**config.mk**
```make
export PLATFORM = sky130hd
export DESIGN_NAME = l2_cache_control_flat
export DESIGN_NICKNAME = d
export VERILOG_FILES = /design/src/verilog/lc3b_types.sv /design/src/verilog/l2_cache_types.sv /design/src/verilog/l2_array_if.sv /design/src/verilog/l2_cache_control.sv /design/src/flat_wrapper.sv
export VERILOG_INCLUDE_DIRS = /design/src /design/src/verilog
export SDC_FILE = /design/constraint.sdc
export NUM_CORES = 1
export LEC_CHECK = 0
export BUFFER_PORTS_ARGS = -buffer_cell sky130_fd_sc_hd__buf_2
export CORE_MARGIN = 2
export CORE_UTILIZATION = 29
export DETAILED_ROUTE_END_ITERATION = 7
export PLACE_DENSITY_LB_ADDON = 0.12
export SLEW_MARGIN = 20
export SYNTH_ARGS = -nofsm -noshare
export SYNTH_HDL_FRONTEND = slang
export SYNTH_SLANG_ARGS = --single-unit
```
**constraint.sdc**
```tcl
create_clock -name clk -period 1.7 [get_ports clk]
set_input_delay 0.34 -clock clk [delete_from_list [all_inputs] [get_ports clk]]
set_output_delay 0.34 -clock clk [all_outputs]
set_load 0.01 [all_outputs]
```
**src/verilog/l2_cache_macros.svh**
```systemverilog
`ifndef L2_CACHE_MACROS_SVH
`define L2_CACHE_MACROS_SVH

// cache geometry.
`define L2_NUM_SETS    16
`define L2_NUM_WAYS    4
`define L2_OFFSET_BITS 5
`define L2_INDEX_BITS  4
`define L2_TAG_BITS    7
`define L2_LINE_BITS   256

`endif

```
**src/verilog/lc3b_types.sv**
```systemverilog
`include "l2_cache_macros.svh"

package lc3b_types;

    typedef logic [15:0] lc3b_word;

    // address split, tag | index | offset.
    typedef logic [`L2_TAG_BITS-1:0] lc3b_c_l2_tag;
    typedef logic [`L2_INDEX_BITS-1:0] lc3b_c_l2_index;

    // word offset, byte bit dropped.
    typedef logic [`L2_OFFSET_BITS-2:0] lc3b_c_l2_offset;

    typedef logic [`L2_LINE_BITS-1:0] lc3b_c_l2_line;

endpackage : lc3b_types

```
**src/verilog/l2_cache_types.sv**
```systemverilog
`include "l2_cache_macros.svh"

package l2_cache_types;

    typedef logic [$clog2(`L2_NUM_WAYS)-1:0] l2_way;

    // one bit per internal node of the tree.
    typedef logic [`L2_NUM_WAYS-2:0] l2_lru_tree;

    typedef enum logic [1:0] {
        idle_rw_cache,
        cache_hit,
        phys_mem_write,
        phys_mem_read
    } l2_ctrl_state;

endpackage : l2_cache_types

```
**src/verilog/l2_array_if.sv**
```systemverilog
`timescale 1ns/1ps

interface l2_array_if import lc3b_types::*, l2_cache_types::*;
();

    // lookup results.
    logic         hit;
    l2_way        hit_way;
    l2_way        lru_way;       // victim way.
    logic         victim_dirty;
    lc3b_c_l2_tag victim_tag;

    // controller commands.
    l2_way        access_way;
    logic         ld_line;
    logic         ld_dirty;
    logic         dirty_value;
    logic         ld_lru;
    logic         write_word;

    modport ctrl (
        input  hit, hit_way, lru_way, victim_dirty, victim_tag,
        output access_way, ld_line, ld_dirty, dirty_value, ld_lru, write_word
    );

    modport lookup (
        output hit, hit_way, lru_way, victim_dirty, victim_tag,
        input  access_way, ld_line, ld_dirty, dirty_value, ld_lru
    );

    modport store (input access_way, hit_way, lru_way, ld_line, write_word);

endinterface : l2_array_if

```
**src/verilog/l2_cache_control.sv**
```systemverilog
`timescale 1ns/1ps
`include "l2_cache_macros.svh"

module l2_cache_control import lc3b_types::*, l2_cache_types::*;
(
    input  logic     clk,
    input  logic     reset,
    input  logic     mem_read,
    input  logic     mem_write,
    input  lc3b_word mem_address,
    input  logic     pmem_resp,
    output logic     mem_resp,
    output logic     pmem_read,
    output logic     pmem_write,
    output lc3b_word pmem_address,
    l2_array_if.ctrl arr
);

    l2_ctrl_state   state;
    l2_ctrl_state   next_state;
    lc3b_c_l2_index index;
    logic           request;

    assign index   = mem_address[`L2_OFFSET_BITS +: `L2_INDEX_BITS];
    assign request = mem_read | mem_write;

    always_comb
    begin : state_actions
        arr.access_way  = arr.lru_way;
        arr.ld_line     = 1'b0;
        arr.ld_dirty    = 1'b0;
        arr.dirty_value = 1'b0;
        arr.ld_lru      = 1'b0;
        arr.write_word  = 1'b0;
        mem_resp        = 1'b0;
        pmem_read       = 1'b0;
        pmem_write      = 1'b0;
        // line aligned request address.
        pmem_address    = {mem_address[15:`L2_OFFSET_BITS], {`L2_OFFSET_BITS{1'b0}}};

        case (state)
            idle_rw_cache: ;

            cache_hit:
            begin
                arr.access_way = arr.hit_way;
                if (arr.hit)
                begin
                    mem_resp   = 1'b1;
                    arr.ld_lru = 1'b1;
                    if (mem_write)
                    begin
                        arr.write_word  = 1'b1;
                        arr.ld_dirty    = 1'b1;
                        arr.dirty_value = 1'b1;
                    end
                end
            end

            phys_mem_write:
            begin
                // write back victim, then mark it clean.
                arr.ld_dirty    = 1'b1;
                arr.dirty_value = 1'b0;
                pmem_write      = 1'b1;
                pmem_address    = {arr.victim_tag, index, {`L2_OFFSET_BITS{1'b0}}};
            end

            phys_mem_read:
            begin
                pmem_read   = 1'b1;
                arr.ld_line = pmem_resp; // fill on the response cycle.
            end

            default: ;
        endcase
    end

    always_comb
    begin : next_state_logic
        next_state = state;
        case (state)
            idle_rw_cache:
            begin
                if (request && arr.hit)
                    next_state = cache_hit;
                else if (request)
                    next_state = arr.victim_dirty ? phys_mem_write : phys_mem_read;
            end

            cache_hit:
                next_state = idle_rw_cache;

            phys_mem_write:
            begin
                if (pmem_resp)
                    next_state = phys_mem_read;
            end

            phys_mem_read:
            begin
                if (pmem_resp)
                    next_state = idle_rw_cache; // request hits next pass.
            end

            default:
                next_state = idle_rw_cache;
        endcase
    end

    always_ff @(posedge clk)
    begin : next_state_assignment
        if (reset)
            state <= idle_rw_cache;
        else
            state <= next_state;
    end

endmodule : l2_cache_control

```
**src/flat_wrapper.sv**
```systemverilog
// flat-port wrapper written by rule: the top's interface ports become plain ports
module l2_cache_control_flat import lc3b_types::*, l2_cache_types::*;
  (clk, reset, mem_read, mem_write, mem_address, pmem_resp, mem_resp, pmem_read, pmem_write, pmem_address, arr_hit, arr_hit_way, arr_lru_way, arr_victim_dirty, arr_victim_tag, arr_access_way, arr_ld_line, arr_ld_dirty, arr_dirty_value, arr_ld_lru, arr_write_word);
  l2_array_if arr_i ();
  input  logic clk;
  input  logic reset;
  input  logic mem_read;
  input  logic mem_write;
  input  lc3b_word mem_address;
  input  logic pmem_resp;
  output logic mem_resp;
  output logic pmem_read;
  output logic pmem_write;
  output lc3b_word pmem_address;
  input wire logic [$bits(arr_i.hit)-1:0] arr_hit;
  input wire logic [$bits(arr_i.hit_way)-1:0] arr_hit_way;
  input wire logic [$bits(arr_i.lru_way)-1:0] arr_lru_way;
  input wire logic [$bits(arr_i.victim_dirty)-1:0] arr_victim_dirty;
  input wire logic [$bits(arr_i.victim_tag)-1:0] arr_victim_tag;
  output wire logic [$bits(arr_i.access_way)-1:0] arr_access_way;
  output wire logic [$bits(arr_i.ld_line)-1:0] arr_ld_line;
  output wire logic [$bits(arr_i.ld_dirty)-1:0] arr_ld_dirty;
  output wire logic [$bits(arr_i.dirty_value)-1:0] arr_dirty_value;
  output wire logic [$bits(arr_i.ld_lru)-1:0] arr_ld_lru;
  output wire logic [$bits(arr_i.write_word)-1:0] arr_write_word;
  assign arr_i.hit = arr_hit;
  assign arr_i.hit_way = arr_hit_way;
  assign arr_i.lru_way = arr_lru_way;
  assign arr_i.victim_dirty = arr_victim_dirty;
  assign arr_i.victim_tag = arr_victim_tag;
  assign arr_access_way = arr_i.access_way;
  assign arr_ld_line = arr_i.ld_line;
  assign arr_ld_dirty = arr_i.ld_dirty;
  assign arr_dirty_value = arr_i.dirty_value;
  assign arr_ld_lru = arr_i.ld_lru;
  assign arr_write_word = arr_i.write_word;
  l2_cache_control u_core (.clk(clk), .reset(reset), .mem_read(mem_read), .mem_write(mem_write), .mem_address(mem_address), .pmem_resp(pmem_resp), .mem_resp(mem_resp), .pmem_read(pmem_read), .pmem_write(pmem_write), .pmem_address(pmem_address), .arr(arr_i));
endmodule
```
==> out/qor.yml <==
timing:
  slew_viol_final: 0
  rsz0062_at_grt: "yes"
  fmax_ghz: 0.603
  setup_violations: 0
  skew_ns: 0.00123
  setup_ws_ns: 0.0423
  period_share_pct: 97.5
  hold_viol_final: 0
  final_period_minus_worst_setup_slack_ns: 1.66
synthesis:
  synth_xor_area_share_pct: 0
  synth_top_family_by_area: "multiplexers"
  syn-cell-area_um2: 430
  ys_types: 20
  yosysWarnings: 0
  synthAdderAreaFrac_pct: 14.5
  synthCells: 48
  muxShareOfSynthArea_pct: 25.9
  synth-simple-area-share_pct: 13.1
  synth-seq-area-share_pct: 9.30
  ys_ff_latch: 2
  avgSynthCellArea_um2: 8.97
  synth_compound_area_share_pct: 13.7
layout:
  nFillCells: 127
  largest_register_ffs: 2
  syn_to_final_growth_pct: 67.4
  utilization_pct: 53.4
  seq_area_um2: 42.5
  top_register: "u_core.state"
  top_regs: "u_core.state x2"
  drive_gt1_share_pct: 76.7
  layout.nets: 131
  antennaDiodeCount: 0
  multi_input_area_um2: 357
floorplanning:
  initial_utilization_pct: 31.9
  die_y_um: 42.5
  die_area_mm2: 0.00181
  fp.coreArea_mm2: 0.00135
  die_x_um: 42.5
  pin_count: 60
  rows: 13
route:
  drtAntennaViolNets: 0
  highest_layer: "met3"
  vias: 458
  drt_iter0_markers: 0
  drtPass1Iterations: 1
  route.met3.wl_um: 149
  wl_met2_um: 520
  routedWlPerCell_um: 9.69
  met1Wirelength_um: 347
  avgViaCountPerCell: 4.36
  wl_um: 1020
  drcViolationCount: 0
status:
  outcome: "completed"
place:
  hpwl_um: 811
  gp_congestion: 0.679
  post-place-ws_ns: 0.0239
  io_buffer_count: 41
grt:
  grt.total_usage_pct: 10.0
  grt_max_degree: 12
  antenna_found_initial: 0
  overflow: 0
  grt_pass1_vias: 350
  grt_pass1_wl_um: 1400
critical_path:
  end_kind: "primary output"
  reg2reg_depth: 6
  rrSetupSlack_ns: 0.28
  path_class: "reg2out"
  critPathMaxStageDelay_ns: 0.32
  cp_num_buf_inv: 3
  crit_chain: "inv_2, ha_4, buf_4, mux2_1, buf_2"
  startpoint_type: "flip-flop"
  r2r_start: "u_core.state[0]$_SDFFE_PP0P_"
  r2r-end: "u_core.state[1]$_SDFFE_PP0P_"
  cp.arrival_ns: 1.32
  crit_fanout: 5
  cp_slowest_cell: "dfxtp_2"
  required_ns: 1.36
  cp_top_family: "buffers and inverters"
clocking:
  clkSinkCount: 2
  cts-root-buf: "clkbuf_4"
  cts_hold_buf: 0
  clk_pin_slew_ns: 0.03
  htree_num_levels: 1
  clock_path_buffers: 2
  cts_buffers: 3
  cts_tree: "built"
  clk_latency_ns: 0.22
hold_path:
  holdPathEnd: "u_core.state[0]$_SDFFE_PP0P_"
  min_from: "reset"
  hold_class: "in2reg"
  min_path_cells: 3
pwr:
  leakagePower_nw: 0.409
  cellPowerDensity_mw_per_mm2: 1210
  peakVddDrop_uv: 640
run:
  max_cap_viol_count: 0
[what timing repair did]
action / 4_1_cts / 5_1_grt
buffers inserted: 1 / 2
gates resized for setup: 5 / 16
setup endpoints to repair: 11 / 10
pin swaps: 1 / 1
[cells in the mapped netlist]
library cell / instances / area (um^2)
and2_1: 2 / 12.5
inv_1: 2 / 7.51
o21ai_0: 3 / 15.0
o21ai_2: 2 / 17.5
mux2_2: 5 / 56.3
mux2_1: 4 / 45.0
buf_4: 12 / 90.1
nor3b_1: 1 / 7.51
nor2_1: 1 / 3.75
dfxtp_1: 2 / 40.0
conb_1: 1 / 3.75
or3_4: 1 / 11.3
o21ba_1: 1 / 10.0
nor2b_1: 1 / 6.26
ha_1: 5 / 62.6
a31o_2: 1 / 8.76
mux2i_1: 1 / 10.0
o21a_1: 1 / 7.51
and2b_2: 1 / 8.76
and3_1: 1 / 6.26
[area by class of cell]
type                       instances  share of cell area, %
tap                               15                   2.60
multi-input combinational         36                   49.5
timing repair buffer              47                   37.8
sequential                         2                   5.90
inverter                           2                   1.04
clock buffer                       3                   3.13
[per-stage QoR]
| step | cells | total power, mW | hold slack, ns | area, um^2 | setup TNS, ns |
|---|---|---|---|---|---|
| global route | 105 | 0.957 | 0.450 | 721 | -0.0272 |
| detailed placement | 99 | 0.631 | 0.671 | 602 | 0 |
| floorplan | 52 | 0.471 | 0.538 | 445 | 0 |
| CTS | 103 | 0.793 | 0.431 | 653 | 0 |
| finish | 105 | 0.875 | 0.435 | 721 | 0 |
| global placement | 99 | 0.626 | 0.668 | 602 | 0 |
[metal layers]
layer  global-route usage [%]  vias up
met5                        0        -
met4                     5.63        0
met3                     3.88        0
met2                     15.7       29
met1                     11.5      197
li1                         -      232
[logic make-up (layout without fill, tap and decap cells)]
| family | after synthesis | in the layout |
|---|---|---|
| mux | 10 | 10 |
| compound gates | 8 | 8 |
| buf+inv | 14 | 52 |
| flops | 2 | 2 |
| fa+ha+maj | 5 | 5 |
| other cells | 1 | 5 |
| simple gates | 8 | 8 |
[report_power, final]
group | leakage (nW) | total [mW] | internal (mW) | switching (mW)
Sequential | 0.0172 | 0.0927 | 0.0733 | 0.0194
Clock | 0.0138 | 0.104 | 0.0778 | 0.0261
Combinational | 0.378 | 0.678 | 0.386 | 0.293
[cells in the final DEF (no fill, tap or decap)]
master	instances
nor3b_1	1
buf_6	4
o21a_1	1
conb_1	5
and2b_2	1
o21ai_2	2
o21ai_0	3
buf_4	5
and3_4	1
mux2i_1	1
mux2_4	5
o21ba_1	1
or3_4	1
and2_1	2
inv_2	2
ha_1	3
mux2_2	2
mux2_1	2
nor2_1	1
dfxtp_2	2
a31o_2	1
ha_4	2
clkbuf_4	3
buf_2	38
nor2b_1	1
[how the worst max path moves through the flow]
stage	from	endpoint	slack (ns)	cells past startpoint
after global routing	u_core.state[0]$_SDFFE_PP0P_	pmem_address[12]	-0.01	5
after detailed placement	u_core.state[1]$_SDFFE_PP0P_	pmem_address[15]	0.02	3
after floorplan	u_core.state[0]$_SDFFE_PP0P_	pmem_address[10]	0.16	4
after CTS	u_core.state[0]$_SDFFE_PP0P_	arr_access_way[1]	0.002	4
after global placement	u_core.state[1]$_SDFFE_PP0P_	pmem_address[15]	0.03	3
final	u_core.state[0]$_SDFFE_PP0P_	pmem_address[10]	0.04	5
[worst min-delay path: cells and delay by family]
family                 cells  cell delay [ns]
buffers and inverters      1             0.10
AND/OR/NAND/NOR            1             0.13
AO/OA/AOI/OAI              1             0.05
No activity file was read; power rests on OpenSTA's default activity.
