File: src/verilog/l2_cache_macros.svh
`ifndef L2_CACHE_MACROS_SVH
`define L2_CACHE_MACROS_SVH

// cache geometry.
`define L2_NUM_SETS    16
`define L2_NUM_WAYS    4
`define L2_OFFSET_BITS 5
`define L2_INDEX_BITS  4
`define L2_TAG_BITS    7
`define L2_LINE_BITS   256

`endif

File: src/verilog/lc3b_types.sv
`include "l2_cache_macros.svh"

package lc3b_types;

    typedef logic [15:0] lc3b_word;

    // address split, tag | index | offset.
    typedef logic [`L2_TAG_BITS-1:0] lc3b_c_l2_tag;
    typedef logic [`L2_INDEX_BITS-1:0] lc3b_c_l2_index;

    // word offset, byte bit dropped.
    typedef logic [`L2_OFFSET_BITS-2:0] lc3b_c_l2_offset;

    typedef logic [`L2_LINE_BITS-1:0] lc3b_c_l2_line;

endpackage : lc3b_types

File: src/verilog/l2_cache_types.sv
`include "l2_cache_macros.svh"

package l2_cache_types;

    typedef logic [$clog2(`L2_NUM_WAYS)-1:0] l2_way;

    // one bit per internal node of the tree.
    typedef logic [`L2_NUM_WAYS-2:0] l2_lru_tree;

    typedef enum logic [1:0] {
        idle_rw_cache,
        cache_hit,
        phys_mem_write,
        phys_mem_read
    } l2_ctrl_state;

endpackage : l2_cache_types

File: src/verilog/l2_array_if.sv
`timescale 1ns/1ps

interface l2_array_if import lc3b_types::*, l2_cache_types::*;
();

    // lookup results.
    logic         hit;
    l2_way        hit_way;
    l2_way        lru_way;       // victim way.
    logic         victim_dirty;
    lc3b_c_l2_tag victim_tag;

    // controller commands.
    l2_way        access_way;
    logic         ld_line;
    logic         ld_dirty;
    logic         dirty_value;
    logic         ld_lru;
    logic         write_word;

    modport ctrl (
        input  hit, hit_way, lru_way, victim_dirty, victim_tag,
        output access_way, ld_line, ld_dirty, dirty_value, ld_lru, write_word
    );

    modport lookup (
        output hit, hit_way, lru_way, victim_dirty, victim_tag,
        input  access_way, ld_line, ld_dirty, dirty_value, ld_lru
    );

    modport store (input access_way, hit_way, lru_way, ld_line, write_word);

endinterface : l2_array_if

File: src/verilog/l2_tag_lookup.sv
`timescale 1ns/1ps
`include "l2_cache_macros.svh"

module l2_tag_lookup import lc3b_types::*, l2_cache_types::*;
(
    input  logic     clk,
    input  logic     reset,
    input  lc3b_word mem_address,
    l2_array_if.lookup arr
);

    lc3b_c_l2_tag   tags  [`L2_NUM_SETS][`L2_NUM_WAYS];
    logic [`L2_NUM_WAYS-1:0] valid [`L2_NUM_SETS];
    logic [`L2_NUM_WAYS-1:0] dirty [`L2_NUM_SETS];
    l2_lru_tree     lru   [`L2_NUM_SETS];

    lc3b_c_l2_tag   addr_tag;
    lc3b_c_l2_index index;
    l2_lru_tree     tree;

    assign addr_tag = mem_address[15 -: `L2_TAG_BITS];
    assign index    = mem_address[`L2_OFFSET_BITS +: `L2_INDEX_BITS];
    assign tree     = lru[index];

    always_comb
    begin
        arr.hit     = 1'b0;
        arr.hit_way = '0;
        for (int w = 0; w < `L2_NUM_WAYS; w++)
        begin
            if (valid[index][w] && tags[index][w] == addr_tag)
            begin
                arr.hit     = 1'b1;
                arr.hit_way = l2_way'(w);
            end
        end
    end

    // root picks the pair, then the pair bit picks the way.
    assign arr.lru_way      = tree[0] ? {1'b1, tree[2]} : {1'b0, tree[1]};
    assign arr.victim_dirty = valid[index][arr.lru_way] & dirty[index][arr.lru_way];
    assign arr.victim_tag   = tags[index][arr.lru_way];

    always_ff @(posedge clk)
    begin
        if (reset)
        begin
            for (int s = 0; s < `L2_NUM_SETS; s++)
            begin
                valid[s] <= '0;
                lru[s]   <= '0;
            end
        end
        else
        begin
            if (arr.ld_line)
                valid[index][arr.access_way] <= 1'b1;
            if (arr.ld_lru)
            begin
                lru[index][0] <= ~arr.access_way[1]; // point away.
                if (arr.access_way[1])
                    lru[index][2] <= ~arr.access_way[0];
                else
                    lru[index][1] <= ~arr.access_way[0];
            end
        end
    end

    always_ff @(posedge clk)
    begin
        if (arr.ld_line)
        begin
            tags[index][arr.access_way]  <= addr_tag;
            dirty[index][arr.access_way] <= 1'b0;   // fresh fill is clean.
        end
        else if (arr.ld_dirty)
            dirty[index][arr.access_way] <= arr.dirty_value;
    end

endmodule : l2_tag_lookup

File: src/flat_wrapper.sv
// flat-port wrapper written by rule: the top's interface ports become plain ports
module l2_tag_lookup_flat import lc3b_types::*, l2_cache_types::*;
  (clk, reset, mem_address, arr_hit, arr_hit_way, arr_lru_way, arr_victim_dirty, arr_victim_tag, arr_access_way, arr_ld_line, arr_ld_dirty, arr_dirty_value, arr_ld_lru);
  l2_array_if arr_i ();
  input  logic clk;
  input  logic reset;
  input  lc3b_word mem_address;
  output wire logic [$bits(arr_i.hit)-1:0] arr_hit;
  output wire logic [$bits(arr_i.hit_way)-1:0] arr_hit_way;
  output wire logic [$bits(arr_i.lru_way)-1:0] arr_lru_way;
  output wire logic [$bits(arr_i.victim_dirty)-1:0] arr_victim_dirty;
  output wire logic [$bits(arr_i.victim_tag)-1:0] arr_victim_tag;
  input wire logic [$bits(arr_i.access_way)-1:0] arr_access_way;
  input wire logic [$bits(arr_i.ld_line)-1:0] arr_ld_line;
  input wire logic [$bits(arr_i.ld_dirty)-1:0] arr_ld_dirty;
  input wire logic [$bits(arr_i.dirty_value)-1:0] arr_dirty_value;
  input wire logic [$bits(arr_i.ld_lru)-1:0] arr_ld_lru;
  assign arr_hit = arr_i.hit;
  assign arr_hit_way = arr_i.hit_way;
  assign arr_lru_way = arr_i.lru_way;
  assign arr_victim_dirty = arr_i.victim_dirty;
  assign arr_victim_tag = arr_i.victim_tag;
  assign arr_i.access_way = arr_access_way;
  assign arr_i.ld_line = arr_ld_line;
  assign arr_i.ld_dirty = arr_ld_dirty;
  assign arr_i.dirty_value = arr_dirty_value;
  assign arr_i.ld_lru = arr_ld_lru;
  l2_tag_lookup u_core (.clk(clk), .reset(reset), .mem_address(mem_address), .arr(arr_i));
endmodule
File: config.mk
export PLATFORM = sky130hd
export DESIGN_NAME = l2_tag_lookup_flat
export DESIGN_NICKNAME = d
export VERILOG_FILES = /design/src/verilog/lc3b_types.sv /design/src/verilog/l2_cache_types.sv /design/src/verilog/l2_array_if.sv /design/src/verilog/l2_tag_lookup.sv /design/src/flat_wrapper.sv
export VERILOG_INCLUDE_DIRS = /design/src /design/src/verilog
export SDC_FILE = /design/constraint.sdc
export NUM_CORES = 1
export LEC_CHECK = 0
export BUFFER_PORTS_ARGS = -buffer_cell sky130_fd_sc_hd__buf_2
export CORE_UTILIZATION = 25
export DETAILED_ROUTE_END_ITERATION = 7
export GPL_TIMING_DRIVEN = 0
export SLEW_MARGIN = 20
export SYNTH_ARGS = -nofsm -noshare
export SYNTH_HDL_FRONTEND = slang
export SYNTH_SLANG_ARGS = --single-unit
File: constraint.sdc
create_clock -name clk -period 2.8 [get_ports clk]
set_clock_uncertainty 0.05 [all_clocks]
set_input_delay 0.42 -clock clk [delete_from_list [all_inputs] [get_ports clk]]
set_output_delay 0.42 -clock clk [all_outputs]
set_load 0.005 [all_outputs]
==> qor.txt, run 1 <==
FLOORPLANNING
------------------------------------------------------------------------------------
Initial core utilization                                                       0.253
Row count                                                                        117
Horizontal extent of the die                                                  323 µm
Top-Level Pins                                                                    37
Core box area                                                            102,000 µm²
Die area                                                                 105,000 µm²
Die Ht                                                                        323 µm

GLOBAL ROUTING
------------------------------------------------------------------------------------
Grt total ovfl                                                                     0
Antenna violations before repair                                                   1
Number of global-route vias before repair                                     14,800
Pin count of the biggest net entering global routing                              70
GRT Resource Usage Total                                                       0.140
First-pass GRT wire length                                                104,000 µm

STA
------------------------------------------------------------------------------------
Minimum clock period after layout                                            3740 ps
Setup repair after global routing missed its margin                             true
Measured slew at the worst slew-check pin                                    1040 ps
Final setup slack of the worst path                                          -942 ps
Final-report hold violation count                                                  0
Fmax                                                                       0.267 GHz
Final critical-path share of the clock period                                   1.34
Slew HR                                                                        0.306
Slew Limit Fails                                                                   0
Setup-failing EPs final                                                           20

ROUTING
------------------------------------------------------------------------------------
Drc violations                                                                     0
Detailed router's first-iteration violation count                              1,544
Average routed wire per standard cell                                        24.0 µm
Overall via count from detail_route                                           14,400
First drt pass iteration count                                                     5
Ratio of routed vias to standard cells                                          4.77
Total wirelength of the detailed-routed design                             72,500 µm
Detail Route Antenna Nets                                                          0

SYNTH
------------------------------------------------------------------------------------
Most common flop cell mapped by yosys                                   sky130_fd_sc_hd__edfxtp_1
Number of synthesized flops with an enable pin                                   560
Net count after synthesis                                                      1,501
Cell area after synthesis                                                 25,800 µm²
Post-synthesis cell type with the largest combined area                 sky130_fd_sc_hd__edfxtp_1
Number of distinct library cells after synthesis                                  46
Synth Area per Inst                                                         17.5 µm²
Synth area leaders                                                      sky130_fd_sc_hd__edfxtp_1, sky130_fd_sc_hd__mux4_2, sky130_fd_sc_hd__dfxtp_1, sky130_fd_sc_hd__nor2_1, sky130_fd_sc_hd__mux2i_1
Number of instances in the synthesized netlist                                 1,477
Proportion of synthesized flip-flops having asynchronous set or reset              0
Share of the synthesized area in the top cell type                             0.651
Syn. warnings                                                                      0
Number of register bits inferred by synthesis                                    624
Proportion of synthesized chip area in sequential cells                        0.701

POWER AND IR DROP
------------------------------------------------------------------------------------
Power density of the placed cells                                         669 nW/µm²
Worst IR drop on VDD                                                        0.449 mV
Static leakage                                                            0.00960 µW
PnR Total Power                                                            21,000 µW

FINAL LAYOUT
------------------------------------------------------------------------------------
Fin util                                                                       0.307
Commonest non-fill, non-tap cells in the layout                         sky130_fd_sc_hd__edfxtp_1, sky130_fd_sc_hd__nor2_1, sky130_fd_sc_hd__mux4_2
Share of post-route cells with drive strength above 1                          0.320
Design area                                                               31,400 µm²
NumNets Final                                                                  1,622
Commonest non-fill, non-tap cell in the layout                          sky130_fd_sc_hd__edfxtp_1
Area Growth Syn to Fin                                                         21.4%
Diodes inserted                                                                    0

WORST SETUP PATH
------------------------------------------------------------------------------------
Slowest cell delay on critical path                                           520 ps
Critical path's slowest cell                                            sky130_fd_sc_hd__or4b_4
Top cell family by delay on the critical path                           multiplexers
CP Cell Sequence                                                        mux4_2 > mux2i_1 > mux2_2 > xor2_1 > nand2_2 > or4b_4 > nand4_1 > buf_2
Critical path arrival                                                        3270 ps
Critical path fanouts, max                                                         2
Category of the most critical setup path                                  reg -> out
Startpoint type of the worst setup path                                    flip-flop
Required time worst endpoint                                                 2330 ps
Critical path buffers and inverters                                                1
Worst setup EP type                                                      output port

CLOCK TREE
------------------------------------------------------------------------------------
Root Buffer                                                             sky130_fd_sc_hd__clkbuf_16
CTS buffer count                                                                  67
Number of H-tree levels                                                            3
Clock insertion delay at the later pin of the skew report                     620 ps
Clk buf depth                                                                      3
CTS tree                                                                         yes
Worst-path clk slew                                                            60 ps
TritonCTS Sinks                                                                  624

PLACED DESIGN
------------------------------------------------------------------------------------
Count of port buffers added during placement                                      26
Final GP Congestion                                                            0.915
Placed standard-cell area                                                 27,900 µm²
HPWL after detailed placement                                              48,900 µm

FLOW RUN
------------------------------------------------------------------------------------
Max-capacitance violation count                                                    0

OUTCOME
------------------------------------------------------------------------------------
Failing checks                                                          setup timing
Status                                                                  complete, but fails checks

WORST HOLD PATH
------------------------------------------------------------------------------------
Class of the tightest hold or removal check                                in -> reg

-- area by class of cell --
| class | instances | area, µm² |
|---|---|---|
| Tap cell | 1368 | 1710 |
| Sequential cell | 624 | 18100 |
| Multi-Input combinational cell | 744 | 7900 |
| Clock inverter | 24 | 288 |
| Buffer | 105 | 916 |
| Timing Repair Buffer | 52 | 479 |
| Inverter | 4 | 15.0 |
| Clock buffer | 98 | 1950 |
| Fill cell | 9889 | 70700 |
-- power by group --
part / leakage, µW / total, µW / internal, µW / switching [µW]
Combinational: 0.00307 / 1760 / 734 / 1030
Sequential: 0.00546 / 10300 / 10200 / 25.4
Clock: 0.00108 / 8960 / 5320 / 3640
Total: 0.00960 / 21000 / 16300 / 4690
-- worst reg2reg max path: stages, from the launching register on --
cell and delay [ps]:
sky130_fd_sc_hd__dfxtp_1 320, sky130_fd_sc_hd__nor2_1 120, sky130_fd_sc_hd__nor2_1 60
-- repair_timing --
action	in CTS	in global routing
buffers inserted	8	16
gates resized for setup	211	34
endpoints found under the setup margin	637	127
pin swaps	11	18
hold buffers	0	0
gates cloned	1	1
endpoints found under the hold margin	0	0
-- cells in the mapped netlist, types with 4 or more instances --
cell / n
sky130_fd_sc_hd__mux4_2: 178
sky130_fd_sc_hd__buf_6: 7
sky130_fd_sc_hd__nor2_1: 308
sky130_fd_sc_hd__nand4_1: 5
sky130_fd_sc_hd__o21ba_2: 4
sky130_fd_sc_hd__nor2b_1: 8
sky130_fd_sc_hd__buf_2: 30
sky130_fd_sc_hd__clkbuf_1: 58
sky130_fd_sc_hd__or2_2: 16
sky130_fd_sc_hd__dfxtp_1: 64
sky130_fd_sc_hd__o21bai_1: 32
sky130_fd_sc_hd__nand3_1: 11
sky130_fd_sc_hd__edfxtp_1: 560
sky130_fd_sc_hd__mux2i_1: 85
sky130_fd_sc_hd__nand2_1: 26
sky130_fd_sc_hd__xnor2_1: 19
sky130_fd_sc_hd__o21ai_1: 4
sky130_fd_sc_hd__xor2_1: 12
sky130_fd_sc_hd__buf_4: 5
sky130_fd_sc_hd__buf_1: 5
sky130_fd_sc_hd__a21oi_1: 5
-- stage by stage --
step                hold slack [ps]  worst slack [ps]  std cells  TNS, ps
global placement                394             -2060       2871  -822850
floorplan                       385              -112       1477     -444
global route                    324             -1020       3019   -10520
detailed placement              403             -2060       2871  -844750
CTS                             276              -945       3002    -9890
finish                          307              -942       3019    -9780
-- cells by family (layout without fill, tap and decap cells) --
| group | Yosys count | count (layout) | share of synthesized area |
|---|---|---|---|
| and+or+nand+nor | 388 | 388 | 0.0619 |
| muxes | 266 | 266 | 0.190 |
| AOI/OAI and AO/OA | 59 | 59 | 0.0169 |
| xor gates and xnor gates | 31 | 31 | 0.0105 |
| buffers and inverters | 109 | 283 | 0.0201 |
| DFF | 624 | 624 | 0.701 |
-- state kept, by name, summed over array words and instances (netlist names) --
signal	flops
u_core.dirty	64
u_core.lru	48
u_core.tags	448
u_core.valid	64
-- final timing paths --
| path | startpoint | end | slack [ps] | cells past startpoint |
|---|---|---|---|---|
| hold reg to reg | u_core.valid[10][1]$_DFF_P_ | u_core.valid[10][1]$_DFF_P_ | 430 | 2 |
| hold / removal | arr_ld_lru | u_core.lru[11][0]$_SDFFCE_PN0P_ | 310 | 3 |
| setup / recovery | u_core.tags[11][13]$_DFFE_PP_ | arr_hit | -940 | 8 |
| setup reg to reg | u_core.valid[14][0]$_DFF_P_ | u_core.valid[14][0]$_DFF_P_ | 2100 | 2 |
-- metal layers --
metal	share of wire	wire length, µm	global-route usage
met1	0.41	29400	0.178
met2	0.49	35700	0.235
met3	0.069	4980	0.0254
met4	0.034	2490	0.0539
met5	0	0	0
Note: power is estimated with default switching activity, not from simulation.
==> inputs of run 2 (changes only) <==
--- a/config.mk
+++ b/config.mk
@@ -6,6 +6,7 @@
 export SDC_FILE = /design/constraint.sdc
 export NUM_CORES = 1
 export LEC_CHECK = 0
+export ABC_AREA = 1
 export BUFFER_PORTS_ARGS = -buffer_cell sky130_fd_sc_hd__buf_2
 export CORE_UTILIZATION = 25
 export DETAILED_ROUTE_END_ITERATION = 7
==> qor.txt, run 2 <==
FINAL LAYOUT
------------------------------------------------------------------------------------
Filler Cells Inserted                                                         10,800   +9.3%
Largest regs                                                            u_core.tags x448, u_core.dirty x64, u_core.valid x64
Area Growth Syn to Fin                                                         21.2%
Share of post-route cells with drive strength above 1                          0.148   -0.172
Fin util                                                                       0.307   about the same
Commonest non-fill, non-tap cells in the layout                         sky130_fd_sc_hd__nand2_1, sky130_fd_sc_hd__edfxtp_1, sky130_fd_sc_hd__nor2_1
Flip-flop count of the largest register, all copies and words added              448   unchanged
Commonest non-fill, non-tap cell in the layout                          sky130_fd_sc_hd__nand2_1
NumNets Final                                                                  2,952   +82%
Register with the highest flop count                                     u_core.tags

SYNTH
------------------------------------------------------------------------------------
Net count after synthesis                                                      2,812   +87%
Leading cell type by number of instances after synthesis                sky130_fd_sc_hd__nand2_1
Syn. warnings                                                                      0   unchanged
Synth Area per Inst                                                         9.62 µm²   -45%
Post-synthesis cell type with the largest combined area                 sky130_fd_sc_hd__edfxtp_1
Share of the synthesized area in the top cell type                             0.627   -0.0244
Proportion of synthesized chip area in sequential cells                        0.675   -0.0262
Most common flop cell mapped by yosys                                   sky130_fd_sc_hd__edfxtp_1
Proportion of synthesized flip-flops having asynchronous set or reset              0   unchanged
Number of distinct library cells after synthesis                                  24   -48%
Cell area after synthesis                                                 26,800 µm²   +3.9%
Number of synthesized flops with an enable pin                                   560   unchanged
Number of instances in the synthesized netlist                                 2,788   +89%
Number of register bits inferred by synthesis                                    624   unchanged
Synth area leaders                                                      sky130_fd_sc_hd__edfxtp_1, sky130_fd_sc_hd__nand2_1, sky130_fd_sc_hd__nor2_1, sky130_fd_sc_hd__dfxtp_1, sky130_fd_sc_hd__o21ai_0
Cell types with the highest counts after synthesis                      sky130_fd_sc_hd__nand2_1, sky130_fd_sc_hd__edfxtp_1, sky130_fd_sc_hd__nor2_1

GLOBAL ROUTING
------------------------------------------------------------------------------------
Number of global-route vias before repair                                     18,900   +27%
GRT Resource Usage Total                                                       0.155   +0.0149
Pin count of the biggest net entering global routing                              71   +1.4%
Antenna violations before repair                                                   4   +3
First-pass GRT wire length                                                124,000 µm   +19%
Grt total ovfl                                                                     0   unchanged

WORST SETUP PATH
------------------------------------------------------------------------------------
CP Cell Sequence                                                        a22oi_1 > nand2_1 > nand2_1 > nand4_1 > buf_6 > buf_6 > inv_4 > nand2_4 > nand2_4 > buf_12 > buf_12 > nand2_2 > nand2_2 > nand2_4 > buf_6
Critical path fanouts, max                                                         5   +3
Slowest cell delay on critical path                                           360 ps   -160 ps
Critical path's slowest cell                                            sky130_fd_sc_hd__edfxtp_1
Category of the most critical setup path                                  reg -> out
Required time worst endpoint                                                 2330 ps   about the same
Worst setup EP type                                                      output port
Critical path arrival                                                        2480 ps   -790 ps
Startpoint type of the worst setup path                                    flip-flop

STA
------------------------------------------------------------------------------------
Final setup slack of the worst path                                          -153 ps   +789 ps
Minimum clock period after layout                                            2950 ps   -789 ps
Setup repair after global routing missed its margin                             true
Fmax                                                                       0.339 GHz   +27%
Final critical-path share of the clock period                                   1.05   -0.282
Measured slew at the worst slew-check pin                                    1290 ps   +258 ps
Slew HR                                                                        0.137   -0.169
Slew Limit Fails                                                                   0   unchanged
Minimum hold slack                                                            219 ps   -87.1 ps
Post-route setup TNS                                                        -1040 ps   +8740 ps
Setup-failing EPs final                                                           10   -50%
Final-report hold violation count                                                  0   unchanged

CLOCK TREE
------------------------------------------------------------------------------------
Number of H-tree levels                                                            3   unchanged
Root Buffer                                                             sky130_fd_sc_hd__clkbuf_16
Clk buf depth                                                                      3   unchanged
CTS tree                                                                         yes
CTS buffer count                                                                  66   -1.5%
TritonCTS Sinks                                                                  624   unchanged
Cts hold-fix bufs                                                                  0   unchanged
Worst-path clk slew                                                            60 ps   about the same
Clock insertion delay at the later pin of the skew report                     610 ps   about the same

POWER AND IR DROP
------------------------------------------------------------------------------------
PnR Total Power                                                            20,800 µW   -0.99%
Worst IR drop on VDD                                                        0.412 mV   -8.2%
Static leakage                                                             0.0123 µW   +28%
Power density of the placed cells                                         639 nW/µm²   -4.5%

FLOORPLANNING
------------------------------------------------------------------------------------
Horizontal extent of the die                                                  330 µm   +1.9%
Top-Level Pins                                                                    37   unchanged
Row count                                                                        119   +1.7%
Die Ht                                                                        330 µm   +1.9%
Initial core utilization                                                       0.253   +0.000328
Core box area                                                            106,000 µm²   +3.8%
Die area                                                                 109,000 µm²   +3.9%

PLACED DESIGN
------------------------------------------------------------------------------------
HPWL after detailed placement                                              55,300 µm   +13%
Final GP Congestion                                                            0.915   unchanged
Count of port buffers added during placement                                      28   +7.7%

ROUTING
------------------------------------------------------------------------------------
Total wirelength of the detailed-routed design                             86,300 µm   +19%
Detail Route Antenna Nets                                                          0   unchanged
Ratio of routed vias to standard cells                                          4.74   -0.63%
First drt pass iteration count                                                     6   +1
Average routed wire per standard cell                                        19.8 µm   -18%
Overall via count from detail_route                                           20,700   +44%
Detailed router's first-iteration violation count                              2,552   +65%
Drc violations                                                                     0   unchanged

OUTCOME
------------------------------------------------------------------------------------
Failing checks                                                          setup timing
Status                                                                  complete, but fails checks

WORST HOLD PATH
------------------------------------------------------------------------------------
Class of the tightest hold or removal check                                in -> reg

FLOW RUN
------------------------------------------------------------------------------------
Max-capacitance violation count                                                    0   unchanged

## run 2: cell count changes after synthesis, moves of 22 or more
cell	before	now
sky130_fd_sc_hd__nand2_1	26	1325
sky130_fd_sc_hd__mux2i_1	85	0
sky130_fd_sc_hd__o22ai_1	0	54
sky130_fd_sc_hd__mux4_2	178	0
sky130_fd_sc_hd__o21ai_0	3	88
sky130_fd_sc_hd__a22oi_1	1	24
sky130_fd_sc_hd__inv_1	3	68
sky130_fd_sc_hd__nor2_1	308	352
sky130_fd_sc_hd__a21oi_1	5	27
sky130_fd_sc_hd__nand3_1	11	41
sky130_fd_sc_hd__o21bai_1	32	0
sky130_fd_sc_hd__buf_2	30	61
## run 2: power by group
group | internal (µW) | total, µW | switching, µW
clock network | 4920 | 8520 | 3600
logic | 634 | 1990 | 1350
registers | 10200 | 10300 | 29.1
total | 15800 | 20800 | 4980
## run 2: cells by family (layout without fill, tap and decap cells)
| kind of cell | after synthesis | count (layout) | synth area share |
|---|---|---|---|
| buffers and inverters | 227 | 416 | 0.0360 |
| DFF | 624 | 624 | 0.675 |
| and+or+nand+nor | 1739 | 1739 | 0.248 |
| AOI/OAI and AO/OA | 198 | 198 | 0.0417 |
| other | 0 | 1 | 0 |
## run 2: routing by layer
metal  wire (µm)  up-vias  global-route usage  part of all wire
met1       36200    10000               0.214              0.42
met2       38700     1056               0.243              0.45
met5          35        -                   0           0.00041
li1            -     9439                   -                 -
met4        2800        6              0.0530             0.032
met3        8590      179              0.0274             0.099
## run 2: final cells by class
class                           count  area [µm²]  area share
Sequential cell                   624       18100       0.557
Multi-Input combinational cell   1937        8420       0.259
Clock buffer                       83        1770      0.0543
Tap cell                         1391        1740      0.0535
Buffer                            148        1180      0.0363
Timing Repair Buffer               71         688      0.0212
Inverter                           79         327      0.0100
Clock inverter                     34         287     0.00881
Timing Repair inverter              1        8.76    0.000269
Antenna cell                        1        2.50   0.0000770
## run 2: path summary, 6_finish.rpt
path                                                startpoint                          end  slack, ps  cells after the start
worst max register to register      u_core.valid[5][3]$_DFF_P_   u_core.valid[5][3]$_DFF_P_       2110                      2
worst max-delay path            u_core.lru[4][0]$_SDFFCE_PN0P_            arr_victim_tag[0]       -150                     15
worst min register to register      u_core.valid[9][0]$_DFF_P_   u_core.valid[9][0]$_DFF_P_        420                      2
worst min-delay path                                     reset  u_core.valid[12][3]$_DFF_P_        220                      4
## run 2: stage by stage
step | cell area, µm² | cells | worst slack [ps]
3_5_place_dp | 28800 | 4210 | -1790
6_report | 32500 | 4369 | -153
2_1_floorplan | 26800 | 2788 | 481
3_3_place_gp | 28700 | 4207 | -1750
4_1_cts | 31600 | 4344 | -260
5_1_grt | 32500 | 4368 | -192
## run 2: what timing repair did
| item | 4_1_cts | 5_1_grt |
|---|---|---|
| buffers inserted | 16 | 24 |
| setup endpoints to repair | 445 | 120 |
| gates cloned | 1 | 1 |
| gates resized for setup | 201 | 242 |
| hold endpoints to repair | 0 | 0 |
| pin swaps | 19 | 51 |
## run 2: worst max-delay path: cells and delay by family (launching register included)
family,cells,cell delay [ps]
AO/OA/AOI/OAI,1,180
buffers and inverters,6,680
flip-flops,1,360
AND/OR/NAND/NOR,8,650
